--- config.mk ---
export PLATFORM = sky130hd
export DESIGN_NAME = spn_cipher_top
export DESIGN_NICKNAME = d
export VERILOG_FILES = /design/src/cipher_pkg.sv /design/src/gf_pkg.sv /design/src/key_schedule.sv /design/src/round_datapath.sv /design/src/sbox_arbiter.sv /design/src/sbox_smss.sv /design/src/spn_cipher_top.sv
export VERILOG_INCLUDE_DIRS = /design/src /design/src/src
export SDC_FILE = /design/constraint.sdc
export NUM_CORES = 1
export LEC_CHECK = 0
export ABC_AREA = 1
export BUFFER_PORTS_ARGS = -buffer_cell sky130_fd_sc_hd__buf_2
export CORE_AREA = 3 3 107 109
export CTS_CLUSTER_SIZE = 14
export DETAILED_ROUTE_END_ITERATION = 8
export DIE_AREA = 0 0 110 112
export PLACE_DENSITY = 0.79
export SLEW_MARGIN = 20
export SYNTH_ARGS = -nofsm -noshare
export SYNTH_HDL_FRONTEND = slang
export SYNTH_HIERARCHICAL = 1
export SYNTH_SLANG_ARGS = --single-unit
--- constraint.sdc ---
create_clock -name clk -period 5.29 [get_ports clk]
set_input_delay 0.529 -clock clk [delete_from_list [all_inputs] [get_ports clk]]
set_output_delay 0.529 -clock clk [all_outputs]
set_load 0.02 [all_outputs]
--- src/spn_defs.svh ---
`ifndef SPN_DEFS_SVH
`define SPN_DEFS_SVH

//////////////////////////////////////////////////
// cipher geometry
//////////////////////////////////////////////////

`define SBOX_W 6          // one S-box word, an element of GF(64).

`define BLOCK_WORDS 4     // words per block and per key.

`define BLOCK_W 24        // block and key width, BLOCK_WORDS * SBOX_W.

//////////////////////////////////////////////////
// round count
//////////////////////////////////////////////////

`define NUM_ROUNDS 6      // must fit in the 3-bit round counter.

`endif

--- src/cipher_pkg.sv ---
`include "spn_defs.svh"

package cipher_pkg;

  typedef logic [`BLOCK_W-1:0] block_t;   // cipher state and ciphertext.
  typedef logic [`BLOCK_W-1:0] key_t;     // cipher key and round key.
  typedef logic [2:0]          round_t;   // round number, 0 to NUM_ROUNDS.

  typedef enum logic [2:0] {
    RD_IDLE,
    RD_WAIT_KEY,
    RD_SUBST,
    RD_MIX,
    RD_DONE
  } rd_state_e;

  typedef enum logic [1:0] {
    KS_IDLE,
    KS_LOOKUP,
    KS_READY
  } ks_state_e;

endpackage

--- src/gf_pkg.sv ---
`include "spn_defs.svh"

package gf_pkg;

  // element of GF(4) in the tower basis.
  typedef logic [1:0] gf4_t;

  // element of GF((2^2)^3), as three GF(4) digits when in tower form.
  typedef logic [`SBOX_W-1:0] gf64_t;

endpackage

--- src/key_schedule.sv ---
`timescale 1ns/100ps
`include "spn_defs.svh"

module key_schedule (
  input  logic             clk,
  input  logic             reset,
  input  logic             load_key,
  input  cipher_pkg::key_t key_in,
  input  logic             key_step,
  input  logic             gnt_ks,
  input  gf_pkg::gf64_t    sbox_out,
  output logic             req_ks,
  output gf_pkg::gf64_t    sbox_in_ks,
  output logic             key_ready,
  output cipher_pkg::key_t round_key
);

  localparam cipher_pkg::round_t LAST_ROUND = cipher_pkg::round_t'(`NUM_ROUNDS);

  cipher_pkg::ks_state_e ks_state;
  cipher_pkg::round_t    ks_round;     // round of the key now held in round_key.
  cipher_pkg::round_t    next_round;
  cipher_pkg::key_t      rotated;

  assign next_round = ks_round + 1'b1;

  // rotate left by one word, then the new top word goes through the S-box.
  assign rotated    = {round_key[`BLOCK_W-`SBOX_W-1:0], round_key[`BLOCK_W-1 -: `SBOX_W]};
  assign sbox_in_ks = rotated[`BLOCK_W-1 -: `SBOX_W];

  always_ff @(posedge clk) begin
    if (reset) begin
      ks_state <= cipher_pkg::KS_IDLE;
      ks_round <= '0;
    end else if (load_key) begin
      ks_state <= cipher_pkg::KS_LOOKUP;
      ks_round <= '0;
    end else begin
      case (ks_state)
        cipher_pkg::KS_LOOKUP: begin
          if (gnt_ks) begin
            ks_state <= cipher_pkg::KS_READY;
            ks_round <= next_round;
          end
        end
        cipher_pkg::KS_READY: begin
          if (key_step) begin
            ks_state <= (ks_round == LAST_ROUND) ? cipher_pkg::KS_IDLE : cipher_pkg::KS_LOOKUP;
          end
        end
        default: ks_state <= cipher_pkg::KS_IDLE;
      endcase
    end
  end

  always_ff @(posedge clk) begin
    if (load_key) begin
      round_key <= key_in;
    end else if (ks_state == cipher_pkg::KS_LOOKUP && gnt_ks) begin
      round_key <= {sbox_out, rotated[`BLOCK_W-`SBOX_W-1:0]} ^ cipher_pkg::key_t'(next_round);
    end
  end

  assign req_ks    = (ks_state == cipher_pkg::KS_LOOKUP);
  assign key_ready = (ks_state == cipher_pkg::KS_READY);

endmodule

--- src/round_datapath.sv ---
`timescale 1ns/100ps
`include "spn_defs.svh"

module round_datapath (
  input  logic               clk,
  input  logic               reset,
  input  logic               start,
  input  cipher_pkg::block_t block_in,
  input  cipher_pkg::key_t   key_in,
  input  cipher_pkg::key_t   round_key,
  input  logic               key_ready,
  input  logic               gnt_rd,
  input  gf_pkg::gf64_t      sbox_out,
  output logic               req_rd,
  output gf_pkg::gf64_t      sbox_in_rd,
  output logic               load_key,
  output logic               key_step,
  output logic               busy,
  output logic               done,
  output cipher_pkg::block_t block_out
);

  localparam int WORD_IDX_W = $clog2(`BLOCK_WORDS);
  localparam logic [WORD_IDX_W-1:0] LAST_WORD = WORD_IDX_W'(`BLOCK_WORDS - 1);
  localparam cipher_pkg::round_t LAST_ROUND = cipher_pkg::round_t'(`NUM_ROUNDS - 1);

  cipher_pkg::rd_state_e   rd_state;
  cipher_pkg::block_t      cipher_state;
  cipher_pkg::round_t      round_cnt;
  logic [WORD_IDX_W-1:0]   word_idx;

  // bit 6w+b of the state moves to bit 4b+w.
  function automatic cipher_pkg::block_t transpose(input cipher_pkg::block_t s);
    cipher_pkg::block_t t;
    t = '0;
    for (int w = 0; w < `BLOCK_WORDS; w++) begin
      for (int b = 0; b < `SBOX_W; b++) begin
        t[`BLOCK_WORDS*b + w] = s[`SBOX_W*w + b];
      end
    end
    return t;
  endfunction

  //////////////////////////////////////////////////
  // round control
  //////////////////////////////////////////////////

  always_ff @(posedge clk) begin
    if (reset) begin
      rd_state  <= cipher_pkg::RD_IDLE;
      round_cnt <= '0;
      word_idx  <= '0;
    end else begin
      case (rd_state)
        cipher_pkg::RD_IDLE, cipher_pkg::RD_DONE: begin
          if (load_key) begin
            rd_state  <= cipher_pkg::RD_SUBST;
            round_cnt <= '0;
            word_idx  <= '0;
          end else begin
            rd_state <= cipher_pkg::RD_IDLE;
          end
        end
        cipher_pkg::RD_SUBST: begin
          if (gnt_rd) begin
            word_idx <= word_idx + 1'b1;  // wraps to word 0 for the next round.
            if (word_idx == LAST_WORD) begin
              rd_state <= cipher_pkg::RD_WAIT_KEY;
            end
          end
        end
        cipher_pkg::RD_WAIT_KEY: begin
          if (key_ready) begin
            rd_state <= cipher_pkg::RD_MIX;
          end
        end
        cipher_pkg::RD_MIX: begin
          round_cnt <= round_cnt + 1'b1;
          rd_state  <= (round_cnt == LAST_ROUND) ? cipher_pkg::RD_DONE : cipher_pkg::RD_SUBST;
        end
        default: rd_state <= cipher_pkg::RD_IDLE;
      endcase
    end
  end

  //////////////////////////////////////////////////
  // cipher state
  //////////////////////////////////////////////////

  always_ff @(posedge clk) begin
    if (load_key) begin
      cipher_state <= block_in ^ key_in;  // whitening with k0.
    end else if (rd_state == cipher_pkg::RD_SUBST && gnt_rd) begin
      cipher_state[word_idx*`SBOX_W +: `SBOX_W] <= sbox_out;
    end else if (rd_state == cipher_pkg::RD_MIX) begin
      cipher_state <= transpose(cipher_state) ^ round_key;
    end
  end

  assign busy       = (rd_state != cipher_pkg::RD_IDLE) && (rd_state != cipher_pkg::RD_DONE);
  assign load_key   = start && !busy;  // a start while busy is dropped.
  assign key_step   = (rd_state == cipher_pkg::RD_MIX);
  assign done       = (rd_state == cipher_pkg::RD_DONE);
  assign req_rd     = (rd_state == cipher_pkg::RD_SUBST);
  assign sbox_in_rd = cipher_state[word_idx*`SBOX_W +: `SBOX_W];
  assign block_out  = cipher_state;

endmodule

--- src/sbox_arbiter.sv ---
`timescale 1ns/100ps

module sbox_arbiter (
  input  logic          clk,
  input  logic          reset,
  input  logic          req_rd,
  input  gf_pkg::gf64_t sbox_in_rd,
  input  logic          req_ks,
  input  gf_pkg::gf64_t sbox_in_ks,
  output logic          gnt_rd,
  output logic          gnt_ks,
  output gf_pkg::gf64_t sbox_out
);

  logic          last_rd;   // high when the datapath held the last grant.
  gf_pkg::gf64_t sbox_in;

  //////////////////////////////////////////////////
  // round-robin grant
  //////////////////////////////////////////////////

  // on conflict the side that was not served last wins.
  assign gnt_rd = req_rd && (!req_ks || !last_rd);
  assign gnt_ks = req_ks && !gnt_rd;

  always_ff @(posedge clk) begin
    if (reset) begin
      last_rd <= 1'b0;
    end else if (gnt_rd || gnt_ks) begin
      last_rd <= gnt_rd;
    end
  end

  //////////////////////////////////////////////////
  // shared S-box
  //////////////////////////////////////////////////

  assign sbox_in = gnt_ks ? sbox_in_ks : sbox_in_rd;

  sbox_smss sbox_i (
    .x (sbox_in),
    .y (sbox_out)
  );

endmodule

--- src/sbox_smss.sv ---
`timescale 1ns/100ps
`include "spn_defs.svh"

module sbox_smss (
  input  gf_pkg::gf64_t x,
  output gf_pkg::gf64_t y
);

  //////////////////////////////////////////////////
  // GF(4) helpers
  //////////////////////////////////////////////////

  function automatic gf_pkg::gf4_t gf4_sq(input gf_pkg::gf4_t a);
    return {a[0], a[1]};  // squaring swaps the two coordinates.
  endfunction

  function automatic gf_pkg::gf4_t gf4_mul(input gf_pkg::gf4_t a, input gf_pkg::gf4_t b);
    logic t;
    t = (a[0] & b[1]) ^ (a[1] & b[0]);
    return {(a[0] & b[0]) ^ t, (a[1] & b[1]) ^ t};
  endfunction

  // a^3 is 1 for every nonzero a, so this passes b through or clears it.
  function automatic gf_pkg::gf4_t gf4_scale(input gf_pkg::gf4_t a, input gf_pkg::gf4_t b);
    logic t;
    t = a[0] | a[1];
    return b & {2{t}};
  endfunction

  //////////////////////////////////////////////////
  // basis changes
  //////////////////////////////////////////////////

  function automatic gf_pkg::gf64_t iso(input gf_pkg::gf64_t a);
    gf_pkg::gf64_t b;
    b[0] = a[0] ^ a[1] ^ a[2] ^ a[5];
    b[1] = a[0] ^ a[3];
    b[2] = a[0] ^ a[2] ^ a[4] ^ a[5];
    b[3] = a[0] ^ a[1];
    b[4] = a[0] ^ a[5];
    b[5] = a[0] ^ a[4] ^ a[5];
    return b;
  endfunction

  function automatic gf_pkg::gf64_t inv_iso(input gf_pkg::gf64_t a);
    gf_pkg::gf64_t b;
    b[0] = a[1] ^ a[2] ^ a[3] ^ a[5];
    b[1] = a[3];
    b[2] = a[1] ^ a[5];
    b[3] = a[1] ^ a[4] ^ a[5];
    b[4] = a[0] ^ a[2];
    b[5] = a[1] ^ a[2] ^ a[4] ^ a[5];
    return b;
  endfunction

  //////////////////////////////////////////////////
  // power 38 in the tower field
  //////////////////////////////////////////////////

  function automatic gf_pkg::gf64_t pow38(input gf_pkg::gf64_t a);
    gf_pkg::gf4_t d0, d1, d2;
    gf_pkg::gf4_t s0, s1, s2;
    gf_pkg::gf4_t q [0:14];
    gf_pkg::gf4_t hi, mid, lo;
    d0 = a[1:0];
    d1 = a[3:2];
    d2 = a[5:4];
    s0 = gf4_sq(d0);
    s1 = gf4_sq(d1);
    s2 = gf4_sq(d2);
    q[0]  = s0;
    q[1]  = s1;
    q[2]  = s2;
    q[3]  = gf4_scale(d1, s0);
    q[4]  = gf4_scale(d2, s0);
    q[5]  = gf4_scale(d0, s1);
    q[6]  = gf4_scale(d2, s1);
    q[7]  = gf4_scale(d0, s2);
    q[8]  = gf4_scale(d1, s2);
    q[9]  = gf4_mul(d0, d1);
    q[10] = gf4_mul(d0, d2);
    q[11] = gf4_mul(d1, d2);
    q[12] = gf4_mul(d0, gf4_mul(s1, s2));  // cross terms of degree three.
    q[13] = gf4_mul(d1, gf4_mul(s0, s2));
    q[14] = gf4_mul(d2, gf4_mul(s0, s1));
    hi  = q[1] ^ q[2] ^ q[4] ^ q[5] ^ q[6] ^ q[9] ^ q[11] ^ q[12] ^ q[13];
    lo  = q[0] ^ q[2] ^ q[5] ^ q[7] ^ q[8] ^ q[10] ^ q[11] ^ q[13] ^ q[14];
    mid = q[0] ^ q[1] ^ q[3] ^ q[4] ^ q[8] ^ q[9] ^ q[10] ^ q[12] ^ q[14];
    return {hi, mid, lo};
  endfunction

  gf_pkg::gf64_t tower_in;
  gf_pkg::gf64_t tower_out;
  gf_pkg::gf64_t mapped;
  logic          parity;

  assign tower_in  = iso(x);
  assign tower_out = pow38(tower_in);
  assign mapped    = inv_iso(tower_out);
  assign parity    = x[2] ^ x[4];           // affine term from the input word.
  assign y         = mapped ^ {`SBOX_W{parity}};

endmodule

--- src/spn_cipher_top.sv ---
`timescale 1ns/100ps

module spn_cipher_top (
  input  logic               clk,
  input  logic               reset,
  input  logic               start,
  input  cipher_pkg::block_t block_in,
  input  cipher_pkg::key_t   key_in,
  output logic               busy,
  output logic               done,
  output cipher_pkg::block_t block_out
);

  //////////////////////////////////////////////////
  // peer-to-peer and arbiter wires
  //////////////////////////////////////////////////

  logic             req_rd;
  logic             gnt_rd;
  gf_pkg::gf64_t    sbox_in_rd;
  logic             req_ks;
  logic             gnt_ks;
  gf_pkg::gf64_t    sbox_in_ks;
  gf_pkg::gf64_t    sbox_out;     // broadcast to both requesters.
  logic             load_key;
  logic             key_step;
  logic             key_ready;
  cipher_pkg::key_t round_key;

  round_datapath round_i (
    .clk        (clk),
    .reset      (reset),
    .start      (start),
    .block_in   (block_in),
    .key_in     (key_in),
    .round_key  (round_key),
    .key_ready  (key_ready),
    .gnt_rd     (gnt_rd),
    .sbox_out   (sbox_out),
    .req_rd     (req_rd),
    .sbox_in_rd (sbox_in_rd),
    .load_key   (load_key),
    .key_step   (key_step),
    .busy       (busy),
    .done       (done),
    .block_out  (block_out)
  );

  key_schedule key_i (
    .clk        (clk),
    .reset      (reset),
    .load_key   (load_key),
    .key_in     (key_in),
    .key_step   (key_step),
    .gnt_ks     (gnt_ks),
    .sbox_out   (sbox_out),
    .req_ks     (req_ks),
    .sbox_in_ks (sbox_in_ks),
    .key_ready  (key_ready),
    .round_key  (round_key)
  );

  sbox_arbiter arb_i (
    .clk        (clk),
    .reset      (reset),
    .req_rd     (req_rd),
    .sbox_in_rd (sbox_in_rd),
    .req_ks     (req_ks),
    .sbox_in_ks (sbox_in_ks),
    .gnt_rd     (gnt_rd),
    .gnt_ks     (gnt_ks),
    .sbox_out   (sbox_out)
  );

endmodule

==> flow_summary.toml <==
[run_status]
outcome = "finished, final reports clean"

[worst_setup_path]
end_kind = "flop"
critPathSlowestCell = "ha_1"
crit_fanout = 9
cp_common_cell = "nand2_1"
critPathLaunchType = "flop"
slowest_delay_ns = 0.42
critPathKind = "flop to flop"
arrival_ns = 5.00
cp.required_ns = 5.49

[timing]
finalSetupViolCount = 0
rsz0062_at_grt = "false"
slew_headroom_pct = 22.4
period_share_pct = 90.7
slew_viol_final = 0
finalHoldViolations = 0
fin_setup_tns_ns = 0
clock.fmax_mhz = 208
fin_skew_ns = 0.0107
worst_pin_slew_ns = 1.16
period_needed_ns = 4.80

[logic_synthesis]
postSynthAreaPerCell_um2 = 6.80
synthCells = 919
syn_area_um2 = 6240
ys_warn_count = 6
ys_types = 47
syn_nets = 990
ys_seq_area_share_pct = 27.6
synth-seq-cells = 62

[global_routing]
grt_pass1_vias = 5639
grt_max_degree = 51
grt_pass1_wl_mm = 27.8
overflow = 0
grtUsageTotal_pct = 29.0
grt_antenna_before_repair = 0

[cts]
cts.path.max_buffers = 2
insertion_delay_ns = 0.35
cts_max_level = 3
ctsHoldBuffers = 0
clk_pin_slew_ns = 0.07
cts_made_buffers = 9
cts_resized = 0
clock-root-buffer = "clkbuf_8"
cts.sinks = 62
cts_setup_buffers = 0
cts_tree = "yes"

[drt]
drc = 0
drt-vias-per-instance = 5.61
dr.pass1.iters = 6
wl_per_cell_um = 15.7
totalWireLength_mm = 17.6
drtAntennaViolNets = 0
drt_iter0_drc = 710
via_count = 6321

[layout]
num-fill-cells = 989
design_area_um2 = 6820
final_cells = 1126
area_growth_syn_to_layout_pct = 9.16
postLayoutCoreUtil_pct = 63.7
diodes = 0
area.sequential_um2 = 1720
final_layout_size_suffix_gt1_share_pct = 20.1
multiInputGateArea_um2 = 3950
nNetsFinal = 1052

[floorplanning]
row_count = 38
die-area_um2 = 12300
die_h_um = 112
ios = 77
core_area_um2 = 10700
start_util_pct = 58.4
die_w_um = 110

[place]
dp_hpwl_mm = 13.8
dp_cells = 1110
dpl_cell_area_um2 = 6600
numPortBuffers = 76
gp_congestion = 1.00

[hold_path]
hp-class = "flop to flop"

[flow_run]
cap_viol_max_count = 0
-- cell usage after synthesis (all sizes together) --
cell / number / area, µm²
nor2: 71 / 318
inv: 86 / 333
a21oi: 31 / 155
dfxtp: 14 / 280
o211ai: 4 / 30.0
a31oi: 19 / 119
clkinv: 1 / 3.75
nand3: 104 / 596
nor3b: 1 / 7.51
o221ai: 1 / 8.76
nand3b: 8 / 63.8
o22ai: 7 / 43.8
a22oi: 1 / 7.51
a311oi: 1 / 8.76
nand2: 357 / 1470
or2: 19 / 121
xor2: 32 / 288
buf: 29 / 235
nand4: 12 / 81.3
xnor2: 17 / 175
o21ai: 31 / 170
edfxtp: 48 / 1440
ha: 20 / 250
o211a: 1 / 10.0
nor3: 4 / 25.0
-- cells by family (layout without fill, tap and decap cells) --
group | after synthesis | after routing | synth area share [%]
DFF | 62 | 62 | 27.6
AOI/OAI and AO/OA | 96 | 96 | 8.86
xor gates and xnor gates | 49 | 49 | 7.41
and+or+nand+nor | 576 | 576 | 43.0
buffers and inverters | 116 | 183 | 9.16
adders and majority gates | 20 | 20 | 4.01
-- area by class of cell --
cell class	instances	share of cell area, %
sequential	62	25.3
clock buffer	9	1.82
multi-input combinational	741	58.0
timing repair buffer	80	6.02
tap	140	2.57
clock inverter	7	1.43
inverter	87	4.94
-- through the flow --
step	setup WS (ns)	hold WS, ns
2_1_floorplan	1.35	0.422
3_3_place_gp	0.641	0.450
3_5_place_dp	0.595	0.451
4_1_cts	0.560	0.461
5_1_grt	0.0257	0.478
6_report	0.490	0.466
-- layer usage --
metal	up-vias	share of wire, %	GRT usage, %
li1	3125	-	-
met1	2795	43	41.2
met2	341	43	42.8
met3	60	9.8	5.80
met4	0	3.9	11.6
met5	-	0	0
-- critical path, delay by kind of cell, from the launching register on --
kind | cells | cell delay, ns
compound gates | 1 | 0.18
buf+inv | 7 | 0.63
flops | 1 | 0.33
fa+ha+maj | 2 | 0.63
simple gates | 27 | 2.89
-- cell usage in the layout (no fill, tap or decap), types with 3 or more instances in the layout --
| master | n |
|---|---|
| nor3_1 | 3 |
| xor2_1 | 31 |
| o21ai_0 | 27 |
| o22ai_1 | 7 |
| nand2_2 | 29 |
| nor2_1 | 64 |
| clkbuf_8 | 9 |
| a21oi_1 | 31 |
| or2_2 | 18 |
| buf_2 | 76 |
| nand4_1 | 11 |
| nand3_1 | 92 |
| xnor2_1 | 15 |
| ha_1 | 20 |
| nand2_4 | 8 |
| inv_2 | 17 |
| nand3_2 | 10 |
| o211ai_1 | 4 |
| nand3b_1 | 7 |
| buf_4 | 4 |
| a31oi_1 | 19 |
| nand2_1 | 320 |
| edfxtp_1 | 48 |
| dfxtp_1 | 14 |
| inv_1 | 66 |
| nor2_4 | 4 |
-- registers in the layout (all words and copies together), names as in the netlist --
register and flops:
arb_i/last_rd 1, key_i/ks_round 3, key_i/ks_state 2, key_i/round_key 24, round_i/block_out 24, round_i/rd_state 3
round_i/round_cnt 3, round_i/word_idx 2
-- path summary, 6_finish.rpt --
path | from | end | slack [ns] | depth (start not counted)
worst max register to register | key_i/ks_state[1] | round_i/block_out[7] | 0.49 | 37
worst max-delay path | key_i/ks_state[1] | round_i/block_out[7] | 0.49 | 37
worst min register to register | round_i/round_cnt[2] | round_i/round_cnt[2] | 0.47 | 1
worst min-delay path | round_i/round_cnt[2] | round_i/round_cnt[2] | 0.47 | 1
Power is not shown: default switching activity piles up to over one toggle a cycle in this logic, so the estimate is an artifact.
